===== src/dac_pkg.sv =====
/* Stereo DAC shared definitions
   Sample width, stereo sample word and sequencer task codes */

package dac_pkg;

    // ------------------------------------------------------------
    // Sample format
    // ------------------------------------------------------------

    localparam int SAMPLE_W = 18;

    // Left channel in the upper half of the word
    typedef struct packed {
        logic signed [SAMPLE_W-1:0] left;
        logic signed [SAMPLE_W-1:0] right;
    } stereo_sample_t;

    // ------------------------------------------------------------
    // Sequencer program
    // ------------------------------------------------------------

    typedef enum logic [1:0] {
        TASK_WAIT_IN,
        TASK_WAIT_DONE,
        TASK_SEND,
        TASK_JUMP
    } seq_task_t;

endpackage


===== src/sample_fifo.sv =====
/* Stereo sample FIFO
   Circular buffer with fill count, registered read data, full and empty flags */

`timescale 1ns/1ps

module sample_fifo #(
    parameter int depth = 4
) (
    input  logic                    clk,
    input  logic                    reset,
    input  logic                    wr,
    input  dac_pkg::stereo_sample_t wr_data,
    input  logic                    rd,
    output dac_pkg::stereo_sample_t rd_data,
    output logic                    empty,
    output logic                    full
);
    import dac_pkg::*;

    localparam int PTR_W = (depth > 1) ? $clog2(depth) : 1;
    localparam int CNT_W = $clog2(depth + 1);

    stereo_sample_t   mem [depth];
    logic [PTR_W-1:0] wr_ptr;
    logic [PTR_W-1:0] rd_ptr;
    logic [CNT_W-1:0] count;
    logic             do_wr;
    logic             do_rd;

    function automatic logic [PTR_W-1:0] ptr_inc(input logic [PTR_W-1:0] p);
        return (p == PTR_W'(depth - 1)) ? '0 : p + PTR_W'(1);
    endfunction

    assign empty = (count == '0);
    assign full  = (count == CNT_W'(depth));

    // A read frees a slot for a write in the same cycle
    assign do_rd = rd && !empty;
    assign do_wr = wr && (!full || do_rd);

    always_ff @(posedge clk or posedge reset) begin
        if (reset) begin
            wr_ptr <= '0;
            rd_ptr <= '0;
            count  <= '0;
        end else begin
            if (do_wr)
                wr_ptr <= ptr_inc(wr_ptr);
            if (do_rd)
                rd_ptr <= ptr_inc(rd_ptr);
            count <= count + CNT_W'(do_wr) - CNT_W'(do_rd);
        end
    end

    always_ff @(posedge clk) begin
        if (do_wr)
            mem[wr_ptr] <= wr_data;
        if (do_rd)
            rd_data <= mem[rd_ptr];
    end

    // No back-pressure upstream, so a lost sample is a scheduling bug
    a_no_overflow: assert property (@(posedge clk) disable iff (reset) wr && full |-> rd)
        else $error("sample_fifo: write while full");

    a_no_underflow: assert property (@(posedge clk) disable iff (reset) rd |-> !empty)
        else $error("sample_fifo: read while empty");

endmodule


===== src/interp_2x.sv =====
/* Linear 2x interpolator for stereo samples
   Emits the midpoint of the previous and new input, then the new input */

`timescale 1ns/1ps

module interp_2x (
    input  logic                    clk,
    input  logic                    reset,
    input  logic                    sample_in_rdy,
    input  dac_pkg::stereo_sample_t sample_in,
    output logic                    sample_out_rdy,
    output dac_pkg::stereo_sample_t sample_out,
    output logic                    done
);
    import dac_pkg::*;

    stereo_sample_t prev;
    stereo_sample_t mid;
    logic [1:0]     phase;

    // Floor of (a + b) / 2 with one guard bit
    function automatic logic signed [SAMPLE_W-1:0] half_sum(
        input logic signed [SAMPLE_W-1:0] a,
        input logic signed [SAMPLE_W-1:0] b
    );
        logic [SAMPLE_W:0] sum;
        sum = {a[SAMPLE_W-1], a} + {b[SAMPLE_W-1], b};
        return sum[SAMPLE_W:1];
    endfunction

    assign mid.left  = half_sum(prev.left, sample_in.left);
    assign mid.right = half_sum(prev.right, sample_in.right);

    // ------------------------------------------------------------
    // Phase sequence
    // ------------------------------------------------------------
    // 1: midpoint out, 2: idle, 3: new sample out, then done

    always_ff @(posedge clk or posedge reset) begin
        if (reset) begin
            phase          <= 2'd0;
            sample_out_rdy <= 1'b0;
            done           <= 1'b0;
            prev           <= '0;
        end else begin
            sample_out_rdy <= sample_in_rdy || (phase == 2'd2);
            done           <= (phase == 2'd3);
            if (sample_in_rdy) begin
                prev  <= sample_in;
                phase <= 2'd1;
            end else if (phase != 2'd0) begin
                phase <= phase + 2'd1;
            end
        end
    end

    always_ff @(posedge clk) begin
        if (sample_in_rdy)
            sample_out <= mid;
        else if (phase == 2'd2)
            sample_out <= prev;
    end

endmodule


===== src/dac_sequencer.sv =====
/* Program-counter sequencer for the interpolation chain
   Waits for input and stage completion, then feeds the second stage */

`timescale 1ns/1ps

module dac_sequencer (
    input  logic clk,
    input  logic reset,
    input  logic sample_in_rdy,
    input  logic done,
    output logic send
);
    import dac_pkg::*;

    localparam int PC_W = 3;

    logic [PC_W-1:0] pc;
    seq_task_t       cur_task;

    // ------------------------------------------------------------
    // Task table
    // ------------------------------------------------------------

    always_comb begin
        case (pc)
            3'd0:    cur_task = TASK_WAIT_IN;
            // Stage one finishes its pair
            3'd1:    cur_task = TASK_WAIT_DONE;
            3'd2:    cur_task = TASK_SEND;
            // Stage two works on the midpoint
            3'd3:    cur_task = TASK_WAIT_DONE;
            3'd4:    cur_task = TASK_SEND;
            3'd5:    cur_task = TASK_WAIT_DONE;
            default: cur_task = TASK_JUMP;
        endcase
    end

    assign send = (cur_task == TASK_SEND);

    // ------------------------------------------------------------
    // Program counter
    // ------------------------------------------------------------

    always_ff @(posedge clk or posedge reset) begin
        if (reset) begin
            pc <= '0;
        end else begin
            case (cur_task)
                TASK_JUMP:      pc <= '0;
                TASK_WAIT_IN:   if (sample_in_rdy) pc <= pc + PC_W'(1);
                TASK_WAIT_DONE: if (done) pc <= pc + PC_W'(1);
                default:        pc <= pc + PC_W'(1);
            endcase
        end
    end

    // Each SEND step pops exactly one sample from the mid FIFO
    a_send_single: assert property (@(posedge clk) disable iff (reset)
        (cur_task == TASK_SEND) |=> !send)
        else $error("dac_sequencer: send held for two cycles");

endmodule


===== src/rate_timer.sv =====
/* Output sample rate timer
   Pulls one sample per period from the output FIFO, flags underrun when empty */

`timescale 1ns/1ps

module rate_timer #(
    parameter int clk_div = 8
) (
    input  logic clk,
    input  logic reset,
    input  logic fifo_empty,
    output logic rd_out,
    output logic underrun
);

    localparam int CNT_W = (clk_div > 1) ? $clog2(clk_div) : 1;

    logic [CNT_W-1:0] cnt;
    logic             tick;

    assign tick = (cnt == CNT_W'(clk_div - 1));

    always_ff @(posedge clk or posedge reset) begin
        if (reset) begin
            cnt      <= '0;
            rd_out   <= 1'b0;
            underrun <= 1'b0;
        end else begin
            cnt      <= tick ? '0 : cnt + CNT_W'(1);
            // Skip the read when nothing is waiting
            rd_out   <= tick && !fifo_empty;
            underrun <= tick && fifo_empty;
        end
    end

endmodule


===== src/sigma_delta_mod.sv =====
/* Stereo second-order sigma-delta modulator
   One output bit per channel, updated on each sample load */

`timescale 1ns/1ps

module sigma_delta_mod (
    input  logic                    clk,
    input  logic                    reset,
    input  logic                    load,
    input  dac_pkg::stereo_sample_t sample,
    output logic                    dout_l,
    output logic                    dout_r
);
    import dac_pkg::*;

    // Headroom for integrator growth near full scale
    localparam int ACC_W = SAMPLE_W + 12;
    localparam logic signed [ACC_W-1:0] FULL_SCALE = ACC_W'(2 ** (SAMPLE_W - 1));

    logic signed [ACC_W-1:0] x_ext     [2];
    logic signed [ACC_W-1:0] fb        [2];
    logic signed [ACC_W-1:0] int1      [2];
    logic signed [ACC_W-1:0] int2      [2];
    logic signed [ACC_W-1:0] int1_next [2];
    logic signed [ACC_W-1:0] int2_next [2];
    logic [1:0]              bits;

    // Channel 0 is left, channel 1 is right
    assign x_ext[0] = {{(ACC_W - SAMPLE_W){sample.left[SAMPLE_W-1]}}, sample.left};
    assign x_ext[1] = {{(ACC_W - SAMPLE_W){sample.right[SAMPLE_W-1]}}, sample.right};

    // ------------------------------------------------------------
    // Loop filter
    // ------------------------------------------------------------

    always_comb begin
        for (int ch = 0; ch < 2; ch++) begin
            fb[ch]        = bits[ch] ? FULL_SCALE : -FULL_SCALE;
            int1_next[ch] = int1[ch] + x_ext[ch] - fb[ch];
            int2_next[ch] = int2[ch] + int1_next[ch] - fb[ch];
        end
    end

    always_ff @(posedge clk or posedge reset) begin
        if (reset) begin
            for (int ch = 0; ch < 2; ch++) begin
                int1[ch] <= '0;
                int2[ch] <= '0;
            end
            bits <= 2'b00;
        end else if (load) begin
            for (int ch = 0; ch < 2; ch++) begin
                int1[ch] <= int1_next[ch];
                int2[ch] <= int2_next[ch];
                // 1 means positive
                bits[ch] <= ~int2_next[ch][ACC_W-1];
            end
        end
    end

    assign dout_l = bits[0];
    assign dout_r = bits[1];

endmodule


===== src/stereo_dac_output.sv =====
/* Stereo oversampling DAC back end
   Two 2x interpolators, FIFOs, sequencer, rate timer and sigma-delta modulator */

`timescale 1ns/1ps

module stereo_dac_output #(
    parameter int CLK_DIV   = 8,
    parameter int MID_DEPTH = 2,
    parameter int OUT_DEPTH = 8
) (
    input  logic                    clk,
    input  logic                    reset,
    input  logic                    sample_in_rdy,
    input  dac_pkg::stereo_sample_t sample_in,
    output logic                    dac_out_l,
    output logic                    dac_out_r,
    output logic                    underrun
);
    import dac_pkg::*;

    stereo_sample_t s1_out;
    stereo_sample_t mid_data;
    stereo_sample_t s2_out;
    stereo_sample_t out_data;
    logic           s1_rdy;
    logic           s1_done;
    logic           s2_rdy;
    logic           s2_done;
    logic           stage_done;
    logic           send;
    logic           mid_rd_q;
    logic           out_rd;
    logic           out_rd_q;
    logic           out_empty;

    assign stage_done = s1_done | s2_done;

    // ------------------------------------------------------------
    // Interpolation chain
    // ------------------------------------------------------------

    interp_2x i_stage1 (
        .clk, .reset,
        .sample_in_rdy  (sample_in_rdy),
        .sample_in      (sample_in),
        .sample_out_rdy (s1_rdy),
        .sample_out     (s1_out),
        .done           (s1_done)
    );

    sample_fifo #(.depth(MID_DEPTH)) i_mid_fifo (
        .clk, .reset,
        .wr (s1_rdy), .wr_data (s1_out),
        .rd (send),   .rd_data (mid_data),
        .empty (),    .full ()
    );

    dac_sequencer i_seq (
        .clk, .reset,
        .sample_in_rdy (sample_in_rdy),
        .done          (stage_done),
        .send          (send)
    );

    // Read data lands one cycle after the strobe
    always_ff @(posedge clk or posedge reset) begin
        if (reset) begin
            mid_rd_q <= 1'b0;
            out_rd_q <= 1'b0;
        end else begin
            mid_rd_q <= send;
            out_rd_q <= out_rd;
        end
    end

    interp_2x i_stage2 (
        .clk, .reset,
        .sample_in_rdy  (mid_rd_q),
        .sample_in      (mid_data),
        .sample_out_rdy (s2_rdy),
        .sample_out     (s2_out),
        .done           (s2_done)
    );

    sample_fifo #(.depth(OUT_DEPTH)) i_out_fifo (
        .clk, .reset,
        .wr (s2_rdy), .wr_data (s2_out),
        .rd (out_rd), .rd_data (out_data),
        .empty (out_empty), .full ()
    );

    // ------------------------------------------------------------
    // Output rate and modulator
    // ------------------------------------------------------------

    rate_timer #(.clk_div(CLK_DIV)) i_timer (
        .clk, .reset,
        .fifo_empty (out_empty),
        .rd_out     (out_rd),
        .underrun   (underrun)
    );

    sigma_delta_mod i_mod (
        .clk, .reset,
        .load   (out_rd_q),
        .sample (out_data),
        .dout_l (dac_out_l),
        .dout_r (dac_out_r)
    );

endmodule


===== config.mk =====
export PLATFORM = sky130hd
export DESIGN_NAME = stereo_dac_output
export DESIGN_NICKNAME = d
export VERILOG_FILES = /design/src/dac_pkg.sv /design/src/sample_fifo.sv /design/src/interp_2x.sv /design/src/dac_sequencer.sv /design/src/rate_timer.sv /design/src/sigma_delta_mod.sv /design/src/stereo_dac_output.sv
export SDC_FILE = /design/constraint.sdc
export NUM_CORES = 1
export LEC_CHECK = 0
export ABC_AREA = 1
export BUFFER_PORTS_ARGS = -buffer_cell sky130_fd_sc_hd__buf_2
export CAP_MARGIN = 20
export CORE_MARGIN = 4
export CORE_UTILIZATION = 30
export CTS_BUF_LIST = sky130_fd_sc_hd__clkbuf_8
export DETAILED_ROUTE_END_ITERATION = 12
export HOLD_SLACK_MARGIN = 0.05
export SYNTH_ARGS = -nofsm -noshare
export SYNTH_HDL_FRONTEND = slang
export SYNTH_SLANG_ARGS = --single-unit

===== constraint.sdc =====
create_clock -name clk -period 12.3 [get_ports clk]
set_clock_uncertainty 0.15 [all_clocks]
set_input_delay 0.615 -clock clk [delete_from_list [all_inputs] [get_ports clk]]
set_output_delay 0.615 -clock clk [all_outputs]
set_load 0.1 [all_outputs]

==> results by group <==
Floorplanning
  – Standard-cell rows: 134
  – Die area: 0.1404 mm^2
  – Die H: 374.8 um
  – Die X: 374.8 um
  – Number of I/O pins: 42
  – Core area: 0.1336 mm^2
  – Initial Util: a little under a third

Clock network
  – Post-cts sizing count: 0
  – CTS sink count: 730
  – Worst skew pair latency: 0.82 ns
  – H-tree Lvls: 4
  – Total CTS buffers: between 100 and 150
  – CTS clock-pin slew for the worst setup and hold paths: 0.06 ns
  – CTS tree: done
  – Clock Path Buffers: 3
  – Root Buffer Master: clkbuf_8

STA
  – Setup violations, final: 0
  – Fin crit share: 45.44%
  – Slew @ Worst Pin: 1.024 ns
  – Min Tclk post-route: 5.589 ns
  – Fin. max-slew vios: 0
  – Fmax: around 180 MHz
  – Final Hold Vio Count: 0
  – Fin Setup TNS: 0 ns
  – RSZ-0062 raised after global routing: no
  – Worst slew margin: a little under a third

Route
  – Final ANT Viol Nets: 0
  – Via-to-Cell Ratio: 4.661
  – DRC Markers: 0
  – Total Wirelength: 93610 um
  – Per-cell routed wire length: 14.76 um
  – Detailed Routing Iterations Pass 1: 5
  – DRT iter0 DRCs: 1823
  – Total number of vias: 29562

Global route
  – Largest net degree at the start of global routing: 97
  – Vias in the first global route: 29167
  – Initial antenna violation count: 2
  – Total grt overflow: 0
  – First-pass GRT wire length: about 150000 um
  – Total track usage: 13.39%

Synth
  – Mapped Area: 0.04035 mm^2
  – Yosys reg bits: 730
  – Syn Inst Count: approximately 4300
  – Synth Net Count: ~4700
  – Post-synthesis sequential area ratio: 51.52%
  – Top cell type's share of synthesized area: roughly 38%
  – Post-synth ARST share: a little under a third
  – Most common cell in the netlist: nand2_1
  – Commonest cells post-synth: nand2_1 (812), inv_1 (575), edfxtp_1 (504)
  – Post-synth EDFFs: 504
  – Syn avg cell area: 9.309 um^2
  – Cell variety after synth: 50
  – Top post-synthesis cells by area: edfxtp_1 (38%), dfrtp_1 (14%), ha_1 (8.6%), nand2_1 (7.6%), inv_1 (5.3%)
  – Total number of yosys warnings: 0
  – Dominant synthesized flop cell: edfxtp_1
  – Top cell type by total area after synthesis: edfxtp_1

Setup path
  – Crit start category: flip-flop
  – Critical path endpoint category: flip-flop
  – Largest fanout on the critical path: 16
  – Crit Path Class: flip-flop to flip-flop
  – Reg2Reg Setup Slack: 6.71 ns
  – Critical path data arrival time: 6.07 ns
  – WP data required: between 10 and 15 ns

Placement
  – GP Congestion: 0.9316
  – IO Port Bufs: 41
  – DP HPWL: 63160 um

Run status
  – Run status: finished, final reports clean

Hold path
  – Hold WC Path Type: flip-flop to flip-flop

Cells and area
  – Layout cells sized above 1: 8.505%
  – Fillers: 13577
  – Post-layout nets: 4828
  – Syn-to-layout area delta: 13.48%

Job
  – Max Cap Viol: 0
==> through the flow <==
stage / instances / hold WS [ns] / util [%] / setup slack (ns) / instance area [um^2]
finish: 6343 / 0.2326 / 34.27 / 6.711 / 45790
global route: 6343 / 0.2239 / 34.27 / 6.259 / 45790
CTS: 6340 / 0.1727 / 34.23 / 6.698 / 45740
global placement: 6060 / 0.2125 / 31.90 / 6.802 / 42630
floorplan: 4335 / 0.2040 / - / 5.344 / 40360
detailed placement: 6061 / 0.2219 / 31.92 / 6.769 / 42650
==> area by class of cell <==
cell class              instances  area (um^2)  share of cell area [%]
multi-input cells            2913        17020                   37.17
clock inverters               101        775.7                   1.694
diodes                          1        2.502                0.005464
repair buffers                107        845.8                   1.847
clock buffers                 141         1941                   4.238
well taps                    1768         2212                   4.831
flip-flops and latches        730        20800                   45.42
inverters                     582         2197                   4.798
==> critical path: stages (launching register included) <==
cell	delay, ns
dfrtp_1	0.32
buf_4	0.31
inv_1	0.44
fa_1	0.67
inv_1	0.05
ha_1	0.34
nand2_1	0.12
nor2_1	0.14
inv_1	0.09
nor2_1	0.21
nand4_1	0.12
nand3_1	0.12
xor2_1	0.22
fa_1	0.45
inv_1	0.07
ha_1	0.29
a21oi_1	0.21
o21ai_0	0.16
nor2_1	0.30
nand3_1	0.17
or2_2	0.31
nand3_1	0.08
o21ai_0	0.09
==> final timing paths <==
kind,start,to,cells past startpoint
max reg2reg,i_mod.bits[0]$_DFFE_PP0P_,i_mod.int2[50]$_DFFE_PP0P_,22
min in group asynchronous,reset,i_stage1.prev[9]$_DFFE_PP0P_,3
max in group asynchronous,reset,i_mod.int2[48]$_DFFE_PP0P_,5
max,i_mod.bits[0]$_DFFE_PP0P_,i_mod.int2[50]$_DFFE_PP0P_,22
min,i_timer.rd_out$_DFF_PP0_,out_rd_q$_DFF_PP0_,0
min reg2reg,i_timer.rd_out$_DFF_PP0_,out_rd_q$_DFF_PP0_,0
==> registers in the layout (all words and copies together), names as in the netlist, 3 cells and up <==
register,flops
i_stage2.prev,36
i_stage2.sample_out,36
i_mid_fifo.rd_data,36
i_out_fifo.mem,288
i_timer.cnt,3
i_mod.int1,60
i_out_fifo.rd_ptr,3
i_mod.int2,60
i_stage1.sample_out,36
i_out_fifo.wr_ptr,3
i_seq.pc,3
i_stage1.prev,36
i_out_fifo.rd_data,36
i_mid_fifo.mem,72
i_out_fifo.count,4
==> repair_timing <==
item,CTS,global route
buffers inserted,0,0
hold buffers,37,0
endpoints found under the hold margin,106,0
==> cell usage in the layout (no fill, tap or decap), types with 26 or more instances in the layout <==
cell type and n:
fa_1 49, nand2_1 812, mux2_2 36, o22ai_1 50, edfxtp_1 504, clkinv_2 26
nor3_1 28, a31oi_1 49, dlygate4sd3_1 37, o21ai_0 405, o21ai_1 52, xor2_1 43
nor2_1 470, buf_4 26, dfrtp_1 222, nand3_1 157, buf_2 41, a21oi_1 224
inv_1 611, ha_1 276, clkbuf_8 141, nand4_1 37, xnor2_1 49
==> logic make-up after synthesis <==
logic type               count (synthesis)  share of synthesized area [%]
AND/OR/NAND/NOR                       1585                          16.09
AO/OA/AOI/OAI                          875                          11.92
flip-flops                             730                          51.52
buffers and inverters                  692                          6.486
adder cells (fa/ha/maj)                325                          10.99
XOR/XNOR                                92                          1.997
multiplexers                            36                          1.005
==> layer usage <==
metal  up-vias  track usage, %  part of all wire [%]
met3       121           2.475                   4.6
met5         -               0                     0
met2       604           21.58                    46
met1     13950           18.57                    48
met4         0           3.481                   1.8
li1      14887               -                     -
Power is not shown: default switching activity piles up to over one toggle a cycle in this logic, so the estimate is an artifact.
